File: src/pkt_client_cfg.svh
// -------------------------------------------------
// widths, address fields and reset values of the csr block
// index field is addr[7:2], base compared on addr[15:8]
// PC_CLR_HOLD must be at least 3
// -------------------------------------------------
`ifndef PKT_CLIENT_CFG_SVH
`define PKT_CLIENT_CFG_SVH

// status bus
`define PC_DATA_W           32
`define PC_ADDR_W           23
`define PC_BASE_ADDR        32'h0000_0000
`define PC_IDX_MSB          7
`define PC_IDX_LSB          2

// statistics
`define PC_CNT_W            64
`define PC_INC_W            8

// control word, reg 0x00
`define PC_CTRL_W           20
`define PC_CTRL_START       0   // packet generator run
`define PC_CTRL_LOOPBACK    4   // loopback data to mac
`define PC_CTRL_SNAPSHOT    6
`define PC_CTRL_SHADOW_CLR  7
`define PC_CTRL_CNT_CLR     8   // self-clearing
`define PC_CLR_HOLD         8

// reset values
`define PC_RST_REG03        32'h0000_1234
`define PC_RST_REG04        32'h5678_0ADD
`define PC_RST_REG05        32'h0000_8765
`define PC_RST_REG06        32'h4321_0ADD
`define PC_RST_REG07        32'h0000_000A
`define PC_RST_REG08        32'h2580_0040

`define PC_UNMAPPED_DATA    32'hDEAD_C0DE

`endif

File: src/pkt_client_pkg.sv
// -------------------------------------------------
// register map and bundle types of the csr block
// -------------------------------------------------
`include "pkt_client_cfg.svh"

package pkt_client_pkg;

    // word index, address bits 7:2
    typedef enum logic [`PC_IDX_MSB-`PC_IDX_LSB:0] {
        CTRL      = 6'h00,
        DMAC_HI   = 6'h03,
        DMAC_LO   = 6'h04,
        SMAC_HI   = 6'h05,
        SMAC_LO   = 6'h06,
        PKT_NUM   = 6'h07,
        PKT_SIZE  = 6'h08,
        TX_SOP_LO = 6'h09,
        TX_SOP_HI = 6'h0A,
        TX_EOP_LO = 6'h0B,
        TX_EOP_HI = 6'h0C,
        TX_ERR_LO = 6'h0D,
        TX_ERR_HI = 6'h0E,
        RX_SOP_LO = 6'h0F,
        RX_SOP_HI = 6'h10,
        RX_EOP_LO = 6'h11,
        RX_EOP_HI = 6'h12,
        RX_ERR_LO = 6'h13,
        RX_ERR_HI = 6'h14,
        COLD_RST  = 6'h20
    } csr_reg_e;

    // accepted request, strobes one cycle wide
    typedef struct packed {
        csr_reg_e                idx;
        logic [`PC_DATA_W-1:0]   wdata;
        logic                    rd;
        logic                    wr;
    } bus_req_t;

    typedef struct packed {
        logic [`PC_DATA_W-1:0]   ctrl;
        logic [`PC_DATA_W-1:0]   dmac_hi;   // bits 15:0 used
        logic [`PC_DATA_W-1:0]   dmac_lo;
        logic [`PC_DATA_W-1:0]   smac_hi;   // bits 15:0 used
        logic [`PC_DATA_W-1:0]   smac_lo;
        logic [`PC_DATA_W-1:0]   pkt_num;
        logic [`PC_DATA_W-1:0]   pkt_size;  // end 29:16, start 13:0
        logic [`PC_DATA_W-1:0]   cold_rst;
    } cfg_regs_t;

    // one beat of per-direction statistics
    typedef struct packed {
        logic                    valid;
        logic [`PC_INC_W-1:0]    sop;
        logic [`PC_INC_W-1:0]    eop;
        logic [`PC_INC_W-1:0]    err;
    } stat_incr_t;

    typedef struct packed {
        logic [`PC_CNT_W-1:0]    tx_sop;
        logic [`PC_CNT_W-1:0]    tx_eop;
        logic [`PC_CNT_W-1:0]    tx_err;
        logic [`PC_CNT_W-1:0]    rx_sop;
        logic [`PC_CNT_W-1:0]    rx_eop;
        logic [`PC_CNT_W-1:0]    rx_err;
    } stat_shadow_t;

endpackage

File: src/client_cfg_regs.sv
// -------------------------------------------------
// writable configuration words that update one cycle after the write pulse
// counter-clear bit drops by itself after PC_CLR_HOLD cycles
// -------------------------------------------------
`include "pkt_client_cfg.svh"

module client_cfg_regs
    import pkt_client_pkg::*;
(
    input  logic                    i_clk_status,
    input  logic                    i_clk_status_rst,
    input  bus_req_t                i_req,
    output cfg_regs_t               o_regs,
    output logic [`PC_CTRL_W-1:0]   o_cfg_pkt_client_ctrl,
    output logic [47:0]             o_dyn_dmac_addr,
    output logic [47:0]             o_dyn_smac_addr,
    output logic [31:0]             o_dyn_pkt_num,
    output logic [13:0]             o_dyn_pkt_start_size,
    output logic [13:0]             o_dyn_pkt_end_size,
    output logic                    o_cold_rst_csr,
    output logic                    o_stat_cntr_snapshot,
    output logic                    o_stat_cntr_clear,
    output logic                    o_stat_cnt_clr
);

    logic [`PC_CLR_HOLD-2:0] clr_sr;   // age of the counter-clear bit

    // -----------------------------------------------
    // register file
    // -----------------------------------------------
    always_ff @(posedge i_clk_status) begin
        if (i_clk_status_rst) begin
            o_regs.ctrl     <= '0;
            o_regs.dmac_hi  <= `PC_RST_REG03;
            o_regs.dmac_lo  <= `PC_RST_REG04;
            o_regs.smac_hi  <= `PC_RST_REG05;
            o_regs.smac_lo  <= `PC_RST_REG06;
            o_regs.pkt_num  <= `PC_RST_REG07;
            o_regs.pkt_size <= `PC_RST_REG08;
            o_regs.cold_rst <= '0;
            clr_sr          <= '0;
        end else begin
            clr_sr <= {clr_sr[`PC_CLR_HOLD-3:0], o_regs.ctrl[`PC_CTRL_CNT_CLR]};
            if (clr_sr[`PC_CLR_HOLD-2])
                o_regs.ctrl[`PC_CTRL_CNT_CLR] <= 1'b0;
            // a write wins over the self-clear
            if (i_req.wr) begin
                case (i_req.idx)
                    CTRL: begin
                        o_regs.ctrl <= i_req.wdata;
                        clr_sr      <= '0;   // restart hold count
                    end
                    DMAC_HI:  o_regs.dmac_hi  <= i_req.wdata;
                    DMAC_LO:  o_regs.dmac_lo  <= i_req.wdata;
                    SMAC_HI:  o_regs.smac_hi  <= i_req.wdata;
                    SMAC_LO:  o_regs.smac_lo  <= i_req.wdata;
                    PKT_NUM:  o_regs.pkt_num  <= i_req.wdata;
                    PKT_SIZE: o_regs.pkt_size <= i_req.wdata;
                    COLD_RST: o_regs.cold_rst <= i_req.wdata;
                    default: ;   // counters and holes are read only
                endcase
            end
        end
    end

    // -----------------------------------------------
    // field outputs
    // -----------------------------------------------
    assign o_cfg_pkt_client_ctrl = o_regs.ctrl[`PC_CTRL_W-1:0];
    assign o_dyn_dmac_addr       = {o_regs.dmac_hi[15:0], o_regs.dmac_lo};
    assign o_dyn_smac_addr       = {o_regs.smac_hi[15:0], o_regs.smac_lo};
    assign o_dyn_pkt_num         = o_regs.pkt_num;
    assign o_dyn_pkt_start_size  = o_regs.pkt_size[13:0];
    assign o_dyn_pkt_end_size    = o_regs.pkt_size[29:16];
    assign o_cold_rst_csr        = o_regs.cold_rst[0];
    assign o_stat_cntr_snapshot  = o_regs.ctrl[`PC_CTRL_SNAPSHOT];
    assign o_stat_cntr_clear     = o_regs.ctrl[`PC_CTRL_SHADOW_CLR];
    assign o_stat_cnt_clr        = o_regs.ctrl[`PC_CTRL_CNT_CLR];

    // clear bit must not stick unless the host writes ctrl again
    a_clr_drops: assert property (@(posedge i_clk_status)
        disable iff (i_clk_status_rst || (i_req.wr && i_req.idx == CTRL))
        $rose(o_stat_cnt_clr) |-> ##[1:(`PC_CLR_HOLD + 1)] !o_stat_cnt_clr);

endmodule

File: src/pkt_client_csr.sv
// -------------------------------------------------
// csr block of the packet client, status clock domain only
// one request in flight, back-pressure by waitrequest
// -------------------------------------------------
`include "pkt_client_cfg.svh"

module pkt_client_csr
    import pkt_client_pkg::*;
(
    input  logic                    i_clk_status,
    input  logic                    i_clk_status_rst,
    // status bus
    input  logic [`PC_ADDR_W-1:0]   i_status_addr,
    input  logic                    i_status_read,
    input  logic                    i_status_write,
    input  logic [`PC_DATA_W-1:0]   i_status_writedata,
    output logic [`PC_DATA_W-1:0]   o_status_readdata,
    output logic                    o_status_readdata_valid,
    output logic                    o_status_waitrequest,
    // configuration
    output logic [`PC_CTRL_W-1:0]   o_cfg_pkt_client_ctrl,
    output logic [47:0]             o_dyn_dmac_addr,
    output logic [47:0]             o_dyn_smac_addr,
    output logic [31:0]             o_dyn_pkt_num,
    output logic [13:0]             o_dyn_pkt_start_size,
    output logic [13:0]             o_dyn_pkt_end_size,
    output logic                    o_cold_rst_csr,
    output logic                    o_stat_cntr_snapshot,
    output logic                    o_stat_cntr_clear,
    output logic                    o_stat_cnt_clr,
    // statistics
    input  stat_incr_t              i_tx_stat,
    input  stat_incr_t              i_rx_stat
);

    bus_req_t      req;
    cfg_regs_t     regs;
    stat_shadow_t  shadow;

    status_bus_front front_i (
        .i_clk_status, .i_clk_status_rst,
        .i_status_addr, .i_status_read, .i_status_write, .i_status_writedata,
        .o_req                (req),
        .o_status_waitrequest
    );

    client_cfg_regs regs_i (
        .i_clk_status, .i_clk_status_rst,
        .i_req                (req),
        .o_regs               (regs),
        .o_cfg_pkt_client_ctrl, .o_dyn_dmac_addr, .o_dyn_smac_addr,
        .o_dyn_pkt_num, .o_dyn_pkt_start_size, .o_dyn_pkt_end_size,
        .o_cold_rst_csr, .o_stat_cntr_snapshot, .o_stat_cntr_clear,
        .o_stat_cnt_clr
    );

    pkt_stat_bank stat_i (
        .i_clk_status, .i_clk_status_rst,
        .i_tx_stat, .i_rx_stat,
        .i_snapshot           (o_stat_cntr_snapshot),
        .i_shadow_clr         (o_stat_cntr_clear),
        .i_cnt_clr            (o_stat_cnt_clr),
        .o_shadow             (shadow)
    );

    status_readback rdbk_i (
        .i_clk_status, .i_clk_status_rst,
        .i_req                (req),
        .i_regs               (regs),
        .i_shadow             (shadow),
        .o_status_readdata, .o_status_readdata_valid
    );

endmodule

File: src/pkt_stat_bank.sv
// -------------------------------------------------
// six packet statistic accumulators with frozen shadow copies
// shadow-clear wins over snapshot, counters wrap at 2**64
// -------------------------------------------------
`include "pkt_client_cfg.svh"

module pkt_stat_bank
    import pkt_client_pkg::*;
(
    input  logic           i_clk_status,
    input  logic           i_clk_status_rst,
    input  stat_incr_t     i_tx_stat,
    input  stat_incr_t     i_rx_stat,
    input  logic           i_snapshot,
    input  logic           i_shadow_clr,
    input  logic           i_cnt_clr,
    output stat_shadow_t   o_shadow
);

    localparam int NCNT = 6;

    logic [`PC_INC_W-1:0]  inc [NCNT];
    logic                  vld [NCNT];
    logic [`PC_CNT_W-1:0]  acc [NCNT];
    logic [`PC_CNT_W-1:0]  sh  [NCNT];

    // order tx sop, eop, err then rx
    assign inc = '{i_tx_stat.sop, i_tx_stat.eop, i_tx_stat.err,
                   i_rx_stat.sop, i_rx_stat.eop, i_rx_stat.err};
    assign vld = '{i_tx_stat.valid, i_tx_stat.valid, i_tx_stat.valid,
                   i_rx_stat.valid, i_rx_stat.valid, i_rx_stat.valid};

    // -----------------------------------------------
    // accumulate and shadow
    // -----------------------------------------------
    always_ff @(posedge i_clk_status) begin
        for (int i = 0; i < NCNT; i++) begin
            if (i_clk_status_rst || i_cnt_clr)
                acc[i] <= '0;
            else if (vld[i])
                acc[i] <= acc[i] + {{(`PC_CNT_W-`PC_INC_W){1'b0}}, inc[i]};

            if (i_clk_status_rst || i_shadow_clr)
                sh[i] <= '0;
            else if (!i_snapshot)
                sh[i] <= acc[i];   // frozen while snapshot set
        end
    end

    assign o_shadow = '{tx_sop: sh[0], tx_eop: sh[1], tx_err: sh[2],
                        rx_sop: sh[3], rx_eop: sh[4], rx_err: sh[5]};

endmodule

File: src/status_bus_front.sv
// -------------------------------------------------
// host holds a request until waitrequest drops, then releases it
// off-base requests are never answered
// -------------------------------------------------
`include "pkt_client_cfg.svh"

module status_bus_front
    import pkt_client_pkg::*;
(
    input  logic                    i_clk_status,
    input  logic                    i_clk_status_rst,
    input  logic [`PC_ADDR_W-1:0]   i_status_addr,
    input  logic                    i_status_read,
    input  logic                    i_status_write,
    input  logic [`PC_DATA_W-1:0]   i_status_writedata,
    output bus_req_t                o_req,
    output logic                    o_status_waitrequest
);

    localparam logic [`PC_DATA_W-1:0] BASE = `PC_BASE_ADDR;

    csr_reg_e                idx_r;
    logic [`PC_DATA_W-1:0]   wdata_r;
    logic                    addr_hit;
    logic                    rd_r, wr_r;
    logic                    rd_r2, wr_r2;
    logic                    rd_edge, wr_edge;

    assign addr_hit = (i_status_addr[15:8] == BASE[15:8]);

    assign rd_edge  = rd_r & ~rd_r2;   // held strobe taken once
    assign wr_edge  = wr_r & ~wr_r2;

    // -----------------------------------------------
    // capture and edge detect
    // -----------------------------------------------
    always_ff @(posedge i_clk_status) begin
        idx_r       <= csr_reg_e'(i_status_addr[`PC_IDX_MSB:`PC_IDX_LSB]);
        wdata_r     <= i_status_writedata;
        o_req.idx   <= idx_r;
        o_req.wdata <= wdata_r;
        if (i_clk_status_rst) begin
            rd_r                 <= 1'b0;
            wr_r                 <= 1'b0;
            rd_r2                <= 1'b0;
            wr_r2                <= 1'b0;
            o_req.rd             <= 1'b0;
            o_req.wr             <= 1'b0;
            o_status_waitrequest <= 1'b1;
        end else begin
            rd_r                 <= i_status_read & addr_hit;
            wr_r                 <= i_status_write & addr_hit;
            rd_r2                <= rd_r;
            wr_r2                <= wr_r;
            o_req.rd             <= rd_edge;
            o_req.wr             <= wr_edge;
            o_status_waitrequest <= ~(rd_edge | wr_edge);   // low with the pulse
        end
    end

    // -----------------------------------------------
    // checks
    // -----------------------------------------------
    a_one_strobe: assert property (@(posedge i_clk_status) disable iff (i_clk_status_rst)
        !(o_req.rd && o_req.wr));

    a_wait_single: assert property (@(posedge i_clk_status) disable iff (i_clk_status_rst)
        !o_status_waitrequest |=> o_status_waitrequest);

endmodule

File: src/status_readback.sv
// -------------------------------------------------
// registered readback, data held until the next read
// unmapped indices return PC_UNMAPPED_DATA
// -------------------------------------------------
`include "pkt_client_cfg.svh"

module status_readback
    import pkt_client_pkg::*;
(
    input  logic                    i_clk_status,
    input  logic                    i_clk_status_rst,
    input  bus_req_t                i_req,
    input  cfg_regs_t               i_regs,
    input  stat_shadow_t            i_shadow,
    output logic [`PC_DATA_W-1:0]   o_status_readdata,
    output logic                    o_status_readdata_valid
);

    always_ff @(posedge i_clk_status) begin
        if (i_clk_status_rst)
            o_status_readdata_valid <= 1'b0;
        else
            o_status_readdata_valid <= i_req.rd;

        if (i_req.rd) begin
            case (i_req.idx)
                CTRL:      o_status_readdata <= i_regs.ctrl;
                DMAC_HI:   o_status_readdata <= i_regs.dmac_hi;
                DMAC_LO:   o_status_readdata <= i_regs.dmac_lo;
                SMAC_HI:   o_status_readdata <= i_regs.smac_hi;
                SMAC_LO:   o_status_readdata <= i_regs.smac_lo;
                PKT_NUM:   o_status_readdata <= i_regs.pkt_num;
                PKT_SIZE:  o_status_readdata <= i_regs.pkt_size;
                // counters, low word first
                TX_SOP_LO: o_status_readdata <= i_shadow.tx_sop[31:0];
                TX_SOP_HI: o_status_readdata <= i_shadow.tx_sop[63:32];
                TX_EOP_LO: o_status_readdata <= i_shadow.tx_eop[31:0];
                TX_EOP_HI: o_status_readdata <= i_shadow.tx_eop[63:32];
                TX_ERR_LO: o_status_readdata <= i_shadow.tx_err[31:0];
                TX_ERR_HI: o_status_readdata <= i_shadow.tx_err[63:32];
                RX_SOP_LO: o_status_readdata <= i_shadow.rx_sop[31:0];
                RX_SOP_HI: o_status_readdata <= i_shadow.rx_sop[63:32];
                RX_EOP_LO: o_status_readdata <= i_shadow.rx_eop[31:0];
                RX_EOP_HI: o_status_readdata <= i_shadow.rx_eop[63:32];
                RX_ERR_LO: o_status_readdata <= i_shadow.rx_err[31:0];
                RX_ERR_HI: o_status_readdata <= i_shadow.rx_err[63:32];
                COLD_RST:  o_status_readdata <= i_regs.cold_rst;
                default:   o_status_readdata <= `PC_UNMAPPED_DATA;
            endcase
        end
    end

endmodule

File: config.mk
export PLATFORM = sky130hd
export DESIGN_NAME = pkt_client_csr
export DESIGN_NICKNAME = d
export VERILOG_FILES = /design/src/pkt_client_pkg.sv /design/src/client_cfg_regs.sv /design/src/pkt_client_csr.sv /design/src/pkt_stat_bank.sv /design/src/status_bus_front.sv /design/src/status_readback.sv
export VERILOG_INCLUDE_DIRS = /design/src
export SDC_FILE = /design/constraint.sdc
export NUM_CORES = 2
export LEC_CHECK = 0
export BUFFER_PORTS_ARGS = -buffer_cell sky130_fd_sc_hd__buf_2
export CAP_MARGIN = 20
export CORE_MARGIN = 3
export CORE_UTILIZATION = 55
export CTS_CLUSTER_DIAMETER = 150
export DETAILED_ROUTE_END_ITERATION = 6
export GPL_ROUTABILITY_DRIVEN = 0
export HOLD_SLACK_MARGIN = 0.12
export PLACE_DENSITY = 0.73
export SLEW_MARGIN = 20
export SYNTH_ARGS = -nofsm -noshare
export SYNTH_HDL_FRONTEND = slang
export SYNTH_HIERARCHICAL = 1
export SYNTH_SLANG_ARGS = --single-unit
File: constraint.sdc
create_clock -name i_clk_status -period 13 [get_ports i_clk_status]
set_input_delay 1.3 -clock i_clk_status [delete_from_list [all_inputs] [get_ports i_clk_status]]
set_output_delay 1.3 -clock i_clk_status [all_outputs]
set_load 0.02 [all_outputs]
==> run_results.csv <==
group,metric,value,unit
placed_design,dp_hpwl,132000,um
cts,cts.sinks,1147,
global_routing,gr-total-overflow,0,
floorplanning,dieArea,106000,um2
cts,root_buffer,"clkbuf_16",
cts,cts_resized,0,
min_path,hold_class,"register to register",
sta,finalSetupViolations,0,
sta,finalCritPeriodShare,32.8,%
logic_synthesis,synth_top_cell_by_area,"edfxtp_1",
cts,clock_latency,0.73,ns
layout,fin_util,61.1,%
run_status,outcome,"finished clean",
logic_synthesis,syn_nets,5117,
logic_synthesis,synth_ff_type,"edfxtp_1",
floorplanning,core,100000,um2
logic_synthesis,synth_top_cells_by_area,"edfxtp_1 (43%), dfxtp_1 (12%), mux2i_1 (5.7%)",
logic_synthesis,synth_cell_types,101,
pwr,power_density,134,nW/um2
layout,finalNetCount,5172,
sta,slew_headroom,17.0,%
logic_synthesis,yosysWarnings,6,
placed_design,dp_cells,6244,
floorplanning,num_io_pins,323,
layout,final_cells,6479,
global_routing,antenna_found_initial,28,
sta,clock.fmax,0.234,GHz
floorplanning,rows,116,
global_routing,grt_max_degree,151,
routing,totalWireLength,191000,um
setup_path,criticalPathCategory,"register to register",
pwr,intPower,0.00622,W
floorplanning,die_x,325,um
layout,drive_gt1_share,14.2,%
cts,h-tree-depth,3,
sta,worstMarginPinSlew,1.23,ns
routing,drc,0,
routing,vias,42100,
cts,cts_buffers,118,
routing,final_antenna_net_count,0,
setup_path,cp_max_fo,44,
logic_synthesis,syn_avg_cell_area,11.3,um2
setup_path,max_stage_delay,0.97,ns
cts,post_cts_buffers,0,
sta,rsz0062_at_grt,"false",
pwr,combPwrFrac,7.0,%
floorplanning,initial_core_util,55.7,%
setup_path,cp_slowest_cell,"a22oi_1",
global_routing,gr-usage-all-layers,34.9,%
placed_design,io_buffer_count,313,
logic_synthesis,seq_area_frac_synth,55.4,%
pwr,clkPwrFrac,41.6,%
cts,cts_buffer_depth,3,
pwr,leakagePower,23.5,nW
pwr,switching_power,0.00201,W
setup_path,crit_top_cell,"buf_4",
placed_design,dpl_cell_area,57400,um2
setup_path,worst-endpoint-arrival,4.69,ns
routing,vias_per_cell,6.50,
routing,drtIter0Drc,7231,
sta,tns,0,ns
sta,final_hold_viol_count,0,
global_routing,grt_pass1_wl,271000,um
layout,final_common_cell,"edfxtp_1",
global_routing,grt_pass1_vias,38400,
pwr,pwr-share-seq,51.4,%
pwr,ir_drop,119,uV
layout,post-route-cell-area,61300,um2
setup_path,path_cells,"buf_4 > nand2b_1 > nor2_2 > buf_4 > a22oi_1 > nand4_1 > or4_1",
routing,detail_route.wl_per_cell,29.4,um
logic_synthesis,synth_edf_count,800,
setup_path,crit_required,13.43,ns
cts,ctsHoldBuffers,0,
setup_path,end_kind,"register",
pwr,netSwitchingFraction,24.4,%
layout,fill_cells,7994,
routing,dr.pass1.iters,7,
logic_synthesis,synthCells,4954,
logic_synthesis,synthArstFlopShare,0,%
cts,clk_pin_slew,0.06,ns
flow_run,drv_cap,0,
sta,slew_viol_final,0,
logic_synthesis,ys_seq_elements,1147,
cts,cts_tree,"yes",
sta,post-route-min-period,4.26,ns
setup_path,startpoint_type,"register",
layout,layout_common_cells,"edfxtp_1 (800), nor2_1 (458), and2_1 (399)",
logic_synthesis,synth_area,55900,um2
logic_synthesis,yosys.area.top_type_share,43.0,%
layout,syn_to_final_growth,9.67,%
floorplanning,die_y,325,um
sta,finalClockSkew,0.0376,ns
## cell type report
type	count	area, um2	share of cell area (%)
multi-input combinational	3276	22300	36.3
clock inverter	63	571	0.930
inverter	72	270	0.441
clock buffer	160	3320	5.42
timing repair buffer	394	2200	3.59
tap	1357	1700	2.77
antenna	10	25.0	0.0408
sequential	1147	31000	50.5
## power by group through the flow
| stage | combinational, W | sequential, W | clock [W] |
|---|---|---|---|
| finish | 0.000573 | 0.00423 | 0.00342 |
| global route | 0.000605 | 0.00424 | 0.00358 |
| CTS | 0.000552 | 0.00422 | 0.00343 |
| detailed placement | 0.000547 | 0.00430 | 0 |
| global placement | 0.000533 | 0.00429 | 0 |
| floorplan | 0.000374 | 0.00422 | 0 |
## worst paths after layout
check / start / end / slack, ns / depth (start not counted)
setup / recovery: front_i/o_req[35] / rdbk_i/o_status_readdata[1] / 8.74 / 7
hold / removal: front_i/idx_r[0] / front_i/o_req[34] / 0.33 / 0
setup reg to reg: front_i/o_req[35] / rdbk_i/o_status_readdata[1] / 8.74 / 7
hold reg to reg: front_i/idx_r[0] / front_i/o_req[34] / 0.33 / 0
## logic make-up (layout without fill, tap and decap cells)
| kind of cell | Yosys count | after routing | share of synthesized area [%] |
|---|---|---|---|
| other | 0 | 10 | 0 |
| buffers and inverters | 531 | 689 | 5.10 |
| XOR/XNOR | 296 | 296 | 4.64 |
| flip-flops | 1147 | 1147 | 55.4 |
| AND/OR/NAND/NOR | 1984 | 1984 | 19.8 |
| adder cells (fa/ha/maj) | 54 | 54 | 1.29 |
| multiplexers | 356 | 356 | 6.49 |
| AO/OA/AOI/OAI | 586 | 586 | 7.28 |
## Yosys cell counts (8+ instances only)
cell type  count
o2111ai_1      9
a22oi_1      131
mux2i_1      321
inv_1         72
nand2b_1     245
ha_1          48
xor2_1        63
a21o_1        18
nor2_1       468
a211oi_1      40
or4_1         32
and3_1        50
or3_1         54
o211ai_1      15
nor3_1       107
nor2b_1       12
nor3_2        17
dfxtp_1      347
edfxtp_1     800
nor4b_1       11
o31ai_1       16
and4_1        33
and2_1       399
buf_6          9
nor4_2         8
mux2_2        33
nor3b_1       17
nand3_1      120
xnor2_1      233
clkbuf_1     179
o21a_1        11
o22ai_1       13
o21ai_0       84
a21oi_1      117
buf_4        188
a32oi_1       10
a22o_1        29
or2_2         11
a221oi_1      26
buf_1         15
nand4_1       92
nor4_1        85
nand2_1      162
buf_2         67
## flip-flops by register name, summed over array words and instances, names as in the netlist, 6 cells and up
register,cells
stat_i/sh,384
regs_i/o_dyn_pkt_num,32
regs_i/o_dyn_pkt_end_size,14
regs_i/o_regs,79
regs_i/o_dyn_dmac_addr,48
rdbk_i/o_status_readdata,32
front_i/wdata_r,32
regs_i/o_dyn_smac_addr,48
regs_i/o_dyn_pkt_start_size,14
regs_i/o_cfg_pkt_client_ctrl,20
front_i/o_req,40
stat_i/acc,384
regs_i/clr_sr,7
front_i/idx_r,6
## metal layers
| metal | vias up | share of wire (%) | wire length (um) | track usage, % |
|---|---|---|---|---|
| li1 | 17900 | - | - | - |
| met1 | 20400 | 38 | 72100 | 46.8 |
| met2 | 3155 | 42 | 79300 | 50.0 |
| met3 | 587 | 14 | 26600 | 11.7 |
| met4 | 14 | 6.5 | 12500 | 19.2 |
| met5 | - | 0.10 | 190 | 0.679 |
## through the flow
stage | hold WS, ns | total power, W | setup slack (ns)
floorplan | 0.310 | 0.00460 | 2.61
global placement | 0.312 | 0.00482 | 8.26
detailed placement | 0.314 | 0.00485 | 8.26
CTS | 0.327 | 0.00821 | 9.02
global route | 0.329 | 0.00843 | 8.71
finish | 0.325 | 0.00823 | 8.74
## critical path: cells and delay by family, from the launching register on
family	cells	cell delay, ns
AND/OR/NAND/NOR	4	1.26
buffers and inverters	2	1.04
AO/OA/AOI/OAI	1	0.97
flip-flops	1	0.66
No activity file was read; power rests on OpenSTA's default activity.
